**config.mk**
```make
export PLATFORM = sky130hd
export DESIGN_NAME = exAlu
export DESIGN_NICKNAME = d
export VERILOG_FILES = /design/src/aluPkg.sv /design/src/aluInterfaces.sv /design/src/exAlu.sv /design/src/aluResult.sv /design/src/aluCompare.sv /design/src/aluAddSub.sv /design/src/aluDecode.sv
export SDC_FILE = /design/constraint.sdc
export NUM_CORES = 1
export LEC_CHECK = 0
export ABC_CLOCK_PERIOD_IN_PS = 800
export CORE_ASPECT_RATIO = 1.25
export CORE_MARGIN = 4
export CORE_UTILIZATION = 50
export DETAILED_ROUTE_END_ITERATION = 16
export DONT_BUFFER_PORTS = 1
export PLACE_DENSITY = 0.68
export SLEW_MARGIN = 20
export SYNTH_ARGS = -nofsm -noshare
export SYNTH_HDL_FRONTEND = slang
export SYNTH_HIERARCHICAL = 1
export SYNTH_SLANG_ARGS = --single-unit
export TNS_END_PERCENT = 30
```
**constraint.sdc**
```tcl
create_clock -name clock -period 0.8 [get_ports clock]
set_input_delay 0.16 -clock clock [delete_from_list [all_inputs] [get_ports clock]]
set_output_delay 0.16 -clock clock [all_outputs]
set_load 0.02 [all_outputs]
```
**src/aluPkg.sv**
```systemverilog
// shared widths, opcode and select encodings for the integer execute stage; import where needed
`default_nettype none

package aluPkg;

	// datapath widths
	localparam int DATA_W  = 64;
	localparam int HALF_W  = 32;
	localparam int BLOCK_W = 16;

	// instruction extension field
	localparam int IXT_W     = 6;
	localparam int IXT_QWORD = 5;
	localparam int IXT_ZEXT  = 4;

	typedef enum logic [3:0] {
		OP_ADD   = 4'd0,
		OP_SUB   = 4'd1,
		OP_ADC   = 4'd2,
		OP_SBB   = 4'd3,
		OP_TST   = 4'd4,
		OP_AND   = 4'd5,
		OP_OR    = 4'd6,
		OP_XOR   = 4'd7,
		OP_CMPNE = 4'd8,
		OP_CMPHS = 4'd9,
		OP_CMPGE = 4'd10,
		OP_RSVD  = 4'd11,
		OP_CMPEQ = 4'd12,
		OP_CMPHI = 4'd13,
		OP_CMPGT = 4'd14,
		OP_CSELT = 4'd15
	} aluOp_e;

	typedef enum logic [2:0] {
		VSEL_SUM  = 3'd0,
		VSEL_AND  = 3'd1,
		VSEL_OR   = 3'd2,
		VSEL_XOR  = 3'd3,
		VSEL_CSEL = 3'd4,
		VSEL_ZERO = 3'd5
	} aluValSel_e;

	typedef enum logic [1:0] {
		TSEL_KEEP   = 2'd0,
		TSEL_CARRY  = 2'd1,
		TSEL_BORROW = 2'd2,
		TSEL_CMP    = 2'd3
	} aluTSel_e;

	typedef enum logic [2:0] {
		CMP_TST = 3'd0,
		CMP_NE  = 3'd1,
		CMP_EQ  = 3'd2,
		CMP_HS  = 3'd3,
		CMP_HI  = 3'd4,
		CMP_GE  = 3'd5,
		CMP_GT  = 3'd6
	} aluCmp_e;

endpackage

`default_nettype wire
```
**src/aluInterfaces.sv**
```systemverilog
// control and adder flag bundles passed between the execute stage submodules
`default_nettype none
`timescale 1ns/1ps

interface aluCtrlIf;
	import aluPkg::*;

	aluOp_e op;
	logic isQword;
	logic zeroExt;
	// adder setup
	logic invertRt;
	logic carryIn;
	// result and T steering
	aluValSel_e valSel;
	aluTSel_e tSel;
	aluCmp_e cmpSel;

	modport decode (
		output op, isQword, zeroExt, invertRt, carryIn, valSel, tSel, cmpSel
	);

	modport addSub (
		input invertRt, carryIn
	);

	modport compare (
		input cmpSel, isQword
	);

	modport result (
		input valSel, tSel, isQword, zeroExt
	);
endinterface

interface aluFlagsIf;
	import aluPkg::*;

	logic [DATA_W-1:0] sum;
	// flags for long word and quad word width
	logic carry32;
	logic carry64;
	logic zero32;
	logic zero64;
	logic over32;
	logic over64;

	modport source (
		output sum, carry32, carry64, zero32, zero64, over32, over64
	);

	modport sink (
		input sum, carry32, carry64, zero32, zero64, over32, over64
	);
endinterface

`default_nettype wire

```
**src/exAlu.sv**
```systemverilog
// top level of the integer execute stage, connects decode, adder, compare and result register
`default_nettype none
`timescale 1ns/1ps

module exAlu (
	input  logic                      clock,
	input  logic                      arstN,
	input  logic [aluPkg::DATA_W-1:0] valRs,
	input  logic [aluPkg::DATA_W-1:0] valRt,
	input  logic [aluPkg::IXT_W-1:0]  opIxt,
	input  logic                      srT,
	input  logic                      hold,
	output logic [aluPkg::DATA_W-1:0] resultVal,
	output logic                      resultT
);

	aluCtrlIf  ctrlBus ();
	aluFlagsIf flagsBus ();

	logic cmpT;

	aluDecode uDecode (
		.opIxt (opIxt),
		.srT   (srT),
		.ctrl  (ctrlBus.decode)
	);

	aluAddSub uAddSub (
		.valRs (valRs),
		.valRt (valRt),
		.ctrl  (ctrlBus.addSub),
		.flags (flagsBus.source)
	);

	aluCompare uCompare (
		.valRs (valRs),
		.valRt (valRt),
		.ctrl  (ctrlBus.compare),
		.flags (flagsBus.sink),
		.cmpT  (cmpT)
	);

	// the only clocked part of the stage
	aluResult uResult (
		.clock     (clock),
		.arstN     (arstN),
		.hold      (hold),
		.valRs     (valRs),
		.valRt     (valRt),
		.srT       (srT),
		.ctrl      (ctrlBus.result),
		.flags     (flagsBus.sink),
		.cmpT      (cmpT),
		.resultVal (resultVal),
		.resultT   (resultT)
	);

endmodule

`default_nettype wire

```
**src/aluResult.sv**
```systemverilog
// result value and T select with width extension, and the held output register of the stage
`default_nettype none
`timescale 1ns/1ps

module aluResult (
	input  logic                      clock,
	input  logic                      arstN,
	input  logic                      hold,
	input  logic [aluPkg::DATA_W-1:0] valRs,
	input  logic [aluPkg::DATA_W-1:0] valRt,
	input  logic                      srT,
	aluCtrlIf.result                  ctrl,
	aluFlagsIf.sink                   flags,
	input  logic                      cmpT,
	output logic [aluPkg::DATA_W-1:0] resultVal,
	output logic                      resultT
);
	import aluPkg::*;

	logic [DATA_W-1:0] andVal;
	logic [DATA_W-1:0] orVal;
	logic [DATA_W-1:0] xorVal;
	logic [DATA_W-1:0] cselVal;
	logic [DATA_W-1:0] rawVal;
	logic [DATA_W-1:0] nextVal;
	logic [DATA_W-DATA_W/2-1:0] upperFill;
	logic selCarry;
	logic nextT;

	assign andVal  = valRs & valRt;
	assign orVal   = valRs | valRt;
	assign xorVal  = valRs ^ valRt;
	assign cselVal = srT ? valRs : valRt;

	always_comb begin
		case (ctrl.valSel)
			VSEL_SUM:  rawVal = flags.sum;
			VSEL_AND:  rawVal = andVal;
			VSEL_OR:   rawVal = orVal;
			VSEL_XOR:  rawVal = xorVal;
			VSEL_CSEL: rawVal = cselVal;
			default:   rawVal = '0;
		endcase
	end

	// long word results fill the upper half by sign or with zeros
	assign upperFill = ctrl.zeroExt ? '0 : {(DATA_W-HALF_W){rawVal[HALF_W-1]}};

	assign nextVal = ctrl.isQword ? rawVal : {upperFill, rawVal[HALF_W-1:0]};

	assign selCarry = ctrl.isQword ? flags.carry64 : flags.carry32;

	always_comb begin
		case (ctrl.tSel)
			TSEL_CARRY:  nextT = selCarry;
			// SBB reports borrow out
			TSEL_BORROW: nextT = !selCarry;
			TSEL_CMP:    nextT = cmpT;
			default:     nextT = srT;
		endcase
	end

	// single pipeline stage, frozen while hold is high
	always_ff @(posedge clock or negedge arstN) begin
		if (!arstN) begin
			resultVal <= '0;
			resultT   <= 1'b0;
		end else if (!hold) begin
			resultVal <= nextVal;
			resultT   <= nextT;
		end
	end

endmodule

`default_nettype wire

```
**src/aluCompare.sv**
```systemverilog
// compare and test predicates for the execute stage, gives the T value for TST and CMPxx
`default_nettype none
`timescale 1ns/1ps

module aluCompare (
	input  logic [aluPkg::DATA_W-1:0] valRs,
	input  logic [aluPkg::DATA_W-1:0] valRt,
	aluCtrlIf.compare                 ctrl,
	aluFlagsIf.sink                   flags,
	output logic                      cmpT
);
	import aluPkg::*;

	logic [DATA_W-1:0] andVal;
	logic tstZero;
	logic selZero;
	logic selCarry;
	logic selSign;
	logic selOver;
	logic signedGe;

	assign andVal = valRs & valRt;

	// flag set chosen once by operation width
	always_comb begin
		if (ctrl.isQword) begin
			tstZero  = (andVal == '0);
			selZero  = flags.zero64;
			selCarry = flags.carry64;
			selSign  = flags.sum[DATA_W-1];
			selOver  = flags.over64;
		end else begin
			tstZero  = (andVal[HALF_W-1:0] == '0);
			selZero  = flags.zero32;
			selCarry = flags.carry32;
			selSign  = flags.sum[HALF_W-1];
			selOver  = flags.over32;
		end
	end

	// difference sign corrected by overflow
	assign signedGe = (selSign == selOver);

	always_comb begin
		case (ctrl.cmpSel)
			CMP_TST: cmpT = tstZero;
			CMP_NE:  cmpT = !selZero;
			CMP_EQ:  cmpT = selZero;
			// no borrow means Rs >= Rt unsigned
			CMP_HS:  cmpT = selCarry;
			CMP_HI:  cmpT = selCarry && !selZero;
			CMP_GE:  cmpT = signedGe;
			CMP_GT:  cmpT = signedGe && !selZero;
			default: cmpT = 1'b0;
		endcase
	end

endmodule

`default_nettype wire

```
**src/aluAddSub.sv**
```systemverilog
// carry-select adder/subtractor of 16-bit blocks, drives sum and width flags
`default_nettype none
`timescale 1ns/1ps

module aluAddSub (
	input  logic [aluPkg::DATA_W-1:0] valRs,
	input  logic [aluPkg::DATA_W-1:0] valRt,
	aluCtrlIf.addSub                  ctrl,
	aluFlagsIf.source                 flags
);
	import aluPkg::*;

	logic [DATA_W-1:0] rtEff;
	logic [DATA_W-1:0] sumAll;

	// block sums for carry in 0 and 1, top bit is block carry out
	logic [BLOCK_W:0] blkSum0 [DATA_W/BLOCK_W];
	logic [BLOCK_W:0] blkSum1 [DATA_W/BLOCK_W];

	// carry into each block, last entry is carry out of bit 63
	logic [DATA_W/BLOCK_W:0] blkCarry;

	assign rtEff = ctrl.invertRt ? ~valRt : valRt;

	// both candidate sums per block, computed in parallel
	for (genvar i = 0; i < DATA_W/BLOCK_W; i++) begin : gBlock
		assign blkSum0[i] = {1'b0, valRs[i*BLOCK_W +: BLOCK_W]} +
			{1'b0, rtEff[i*BLOCK_W +: BLOCK_W]};
		assign blkSum1[i] = {1'b0, valRs[i*BLOCK_W +: BLOCK_W]} +
			{1'b0, rtEff[i*BLOCK_W +: BLOCK_W]} + 1'b1;
	end

	// carry ripples only through the block selects
	always_comb begin
		blkCarry[0] = ctrl.carryIn;
		for (int i = 0; i < DATA_W/BLOCK_W; i++) begin
			if (blkCarry[i]) begin
				sumAll[i*BLOCK_W +: BLOCK_W] = blkSum1[i][BLOCK_W-1:0];
				blkCarry[i+1] = blkSum1[i][BLOCK_W];
			end else begin
				sumAll[i*BLOCK_W +: BLOCK_W] = blkSum0[i][BLOCK_W-1:0];
				blkCarry[i+1] = blkSum0[i][BLOCK_W];
			end
		end
	end

	assign flags.sum = sumAll;

	assign flags.carry32 = blkCarry[HALF_W/BLOCK_W];
	assign flags.carry64 = blkCarry[DATA_W/BLOCK_W];

	assign flags.zero32 = (sumAll[HALF_W-1:0] == '0);
	assign flags.zero64 = (sumAll == '0);

	// operand signs agree and sum sign differs, Rt after inversion
	assign flags.over32 = (valRs[HALF_W-1] == rtEff[HALF_W-1]) &&
		(sumAll[HALF_W-1] != valRs[HALF_W-1]);
	assign flags.over64 = (valRs[DATA_W-1] == rtEff[DATA_W-1]) &&
		(sumAll[DATA_W-1] != valRs[DATA_W-1]);

endmodule

`default_nettype wire

```
**src/aluDecode.sv**
```systemverilog
// opcode decoder for the execute stage, turns opIxt and T into datapath controls
`default_nettype none
`timescale 1ns/1ps

module aluDecode (
	input  logic [aluPkg::IXT_W-1:0] opIxt,
	input  logic                     srT,
	aluCtrlIf.decode                 ctrl
);
	import aluPkg::*;

	aluOp_e op;

	assign op = aluOp_e'(opIxt[$bits(aluOp_e)-1:0]);

	assign ctrl.op      = op;
	assign ctrl.isQword = opIxt[IXT_QWORD];
	assign ctrl.zeroExt = opIxt[IXT_ZEXT];

	always_comb begin
		// plain add, keep T
		ctrl.invertRt = 1'b0;
		ctrl.carryIn  = 1'b0;
		ctrl.valSel   = VSEL_SUM;
		ctrl.tSel     = TSEL_KEEP;
		ctrl.cmpSel   = CMP_EQ;

		case (op)
			OP_ADD: begin
			end
			OP_SUB: begin
				ctrl.invertRt = 1'b1;
				ctrl.carryIn  = 1'b1;
			end
			OP_ADC: begin
				ctrl.carryIn = srT;
				ctrl.tSel    = TSEL_CARRY;
			end
			OP_SBB: begin
				// borrow in is T, so carry in is its inverse
				ctrl.invertRt = 1'b1;
				ctrl.carryIn  = !srT;
				ctrl.tSel     = TSEL_BORROW;
			end
			OP_TST: begin
				ctrl.valSel = VSEL_AND;
				ctrl.tSel   = TSEL_CMP;
				ctrl.cmpSel = CMP_TST;
			end
			OP_AND:   ctrl.valSel = VSEL_AND;
			OP_OR:    ctrl.valSel = VSEL_OR;
			OP_XOR:   ctrl.valSel = VSEL_XOR;
			OP_CSELT: ctrl.valSel = VSEL_CSEL;
			OP_RSVD:  ctrl.valSel = VSEL_ZERO;
			default: begin
				// compares all subtract Rs - Rt
				ctrl.invertRt = 1'b1;
				ctrl.carryIn  = 1'b1;
				ctrl.tSel     = TSEL_CMP;
				case (op)
					OP_CMPNE: ctrl.cmpSel = CMP_NE;
					OP_CMPHS: ctrl.cmpSel = CMP_HS;
					OP_CMPGE: ctrl.cmpSel = CMP_GE;
					OP_CMPHI: ctrl.cmpSel = CMP_HI;
					OP_CMPGT: ctrl.cmpSel = CMP_GT;
					default:  ctrl.cmpSel = CMP_EQ;
				endcase
			end
		endcase
	end

endmodule

`default_nettype wire

```
==> impl_metrics.json <==
{
  "numClockSinks": 65,
  "antenna_found_initial": 0,
  "avgSynthCellArea_sq_um": 7.86,
  "drtPass1Iterations": 6,
  "die_h_um": 202,
  "clk_latency_ns": 0.36,
  "holdWs_ns": -0.513,
  "area_growth_pct": 35.0,
  "cap_violations": 0,
  "die-area_sq_um": 33000,
  "path_max_fanout": 11,
  "endpoint": "uResult/resultT",
  "ios": 203,
  "grt_max_degree": 76,
  "crit_required_ns": 1.05,
  "finalCritPeriodShare_pct": 681,
  "reg2reg_from": "uResult/resultVal[3]",
  "r2r_cells": 1,
  "cp-start-kind": "primary input",
  "layout-drive-gt1-share_pct": 33.0,
  "grt.total_usage_pct": 32.8,
  "leakagePower_nw": 9.54,
  "wl_per_cell_um": 21.0,
  "hold_viol": 73,
  "vias_per_cell": 5.99,
  "io_buffers": 0,
  "routed_wl_mm": 56.5,
  "layout_setup_ws_ns": -4.65,
  "cts-root-buf": "clkbuf_16",
  "n_fill_cell": 2364,
  "clk_path_buf_depth": 2,
  "worstPathArrival_ns": 5.70,
  "yosys_warnings": 6,
  "stdcell_count": 2688,
  "nets": 2628,
  "clk_pin_slew_ns": 0.06,
  "overflow": 0,
  "worstMarginPinSlew_ns": 1.07,
  "power_mw": 34.8,
  "core_area_sq_um": 29500,
  "drt_iter0_drc": 1154,
  "min_period_ns": 5.45,
  "endpoint_kind": "register",
  "gp_congestion": 0.979,
  "post-dp-hpwl_mm": 43.0,
  "r2r_slack_ns": 0.01,
  "initial_core_util_pct": 51.1,
  "grt_pass1_vias": 16600,
  "die_w_um": 163,
  "cts_tree": "yes",
  "setup_viol": 130,
  "fin_skew_ns": 0,
  "rsz0062_at_grt": "yes",
  "hold_path_class": "in -> async",
  "antenna_cells": 0,
  "ant_nets": 0,
  "p_per_area_nw_per_um2": 1710,
  "dpl_worst_slack_ns": -5.13,
  "regToRegEndpoint": "uResult/resultVal[3]",
  "maxClockFrequency_mhz": 184,
  "cp_slowest_cell": "or4_1",
  "htree_levels": 3,
  "drc": 0,
  "path_class": "in -> reg",
  "slew_headroom_pct": 28.2,
  "grt_first_pass_wirelength_mm": 87.0,
  "syn_inst": 1918,
  "placementRows": 70,
  "report.final.slew_viol_count": 0,
  "synth_nets": 2258,
  "syn_area_sq_um": 15100,
  "violations": "hold timing, setup timing",
  "num_vias": 16100,
  "cts_buffers": 9,
  "crit_start": "opIxt[1]",
  "status": "finished, violations left",
  "dp.cells": 2651,
  "ir_drop_uv": 1250,
  "cp_slowest_stage_delay_ns": 0.55
}
==> worst min path at each step <==
stage          start                    end  depth (start not counted)  slack [ns]
6_report       arstN  uResult/resultVal[58]                          0       -0.51
3_5_place_dp   arstN  uResult/resultVal[58]                          0       -0.13
3_3_place_gp   arstN  uResult/resultVal[58]                          0       -0.13
2_1_floorplan  arstN        uResult/resultT                          0       -0.14
5_1_grt        arstN  uResult/resultVal[37]                          0       -0.53
4_1_cts        arstN  uResult/resultVal[34]                          0       -0.52
==> cells in the final DEF, fill, tap and decap left out, types with 13 or more instances in the layout <==
master	count
a211oi_1	24
a21o_1	44
a21oi_1	87
a22oi_1	20
a41oi_2	29
and3_1	14
buf_12	19
buf_4	358
buf_6	74
dfrtp_1	64
ha_1	195
inv_1	172
mux2_2	58
mux2i_1	97
nand2_1	117
nand2b_1	77
nand3_1	27
nand4_1	20
nor2_1	145
nor3_1	25
o211ai_1	14
o21ai_0	45
o21ai_1	28
o22ai_1	27
xnor2_1	54
xor2_1	95
xor2_2	13
==> flip-flops by register name, summed over array words and instances (netlist names) <==
signal,count
uResult/resultT,1
uResult/resultVal,64
==> per-stage QoR <==
stage	cell area (sq um)	setup TNS (ns)	utilization, %	hold slack, ns
global placement	18900	-235.09	63.9	-0.134
finish	20300	-226.22	68.9	-0.513
floorplan	15400	-228.18	-	-0.136
CTS	19800	-224.12	67.2	-0.521
global route	20300	-238.72	68.9	-0.526
detailed placement	18900	-240.10	63.9	-0.133
==> what timing repair did <==
item                                    4_1_cts  5_1_grt
hold endpoints to repair                     73       73
endpoints found under the setup margin      130      130
gates cloned                                  2        2
pin swaps                                    27       21
buffers inserted                             11        8
resized for setup                           123       88
==> power by group <==
| group | internal (mW) | total, mW | switching [mW] | leakage [nW] |
|---|---|---|---|---|
| Combinational | 13.1 | 26.0 | 12.8 | 8.63 |
| Clock | 2.32 | 4.11 | 1.78 | 0.144 |
| Sequential | 4.11 | 4.77 | 0.656 | 0.771 |
| Total | 19.6 | 34.8 | 15.3 | 9.54 |
==> worst max-delay path: cells and delay by family <==
kind,cells,cell delay (ns)
and+or+nand+nor,11,2.55
AOI/OAI and AO/OA,8,1.26
adders and majority gates,2,0.61
buffers and inverters,4,0.52
xor gates and xnor gates,3,0.49
muxes,1,0.09
==> routing by layer <==
layer / wire, um / track usage (%)
met5: 0 / 0
met4: 3810 / 19.3
met3: 4580 / 8.12
met2: 27600 / 57.3
met1: 20600 / 35.6
==> area by class of cell <==
type                       count  area, sq um  area share, %
multi-input combinational   1577        13200           65.0
timing repair buffer         456         4030           19.8
sequential                    65         1630           8.00
inverter                     179          674           3.31
tap                          396          495           2.43
clock buffer                  12          267           1.31
clock inverter                 3         15.0         0.0738
(Power assumes the default switching activity.)
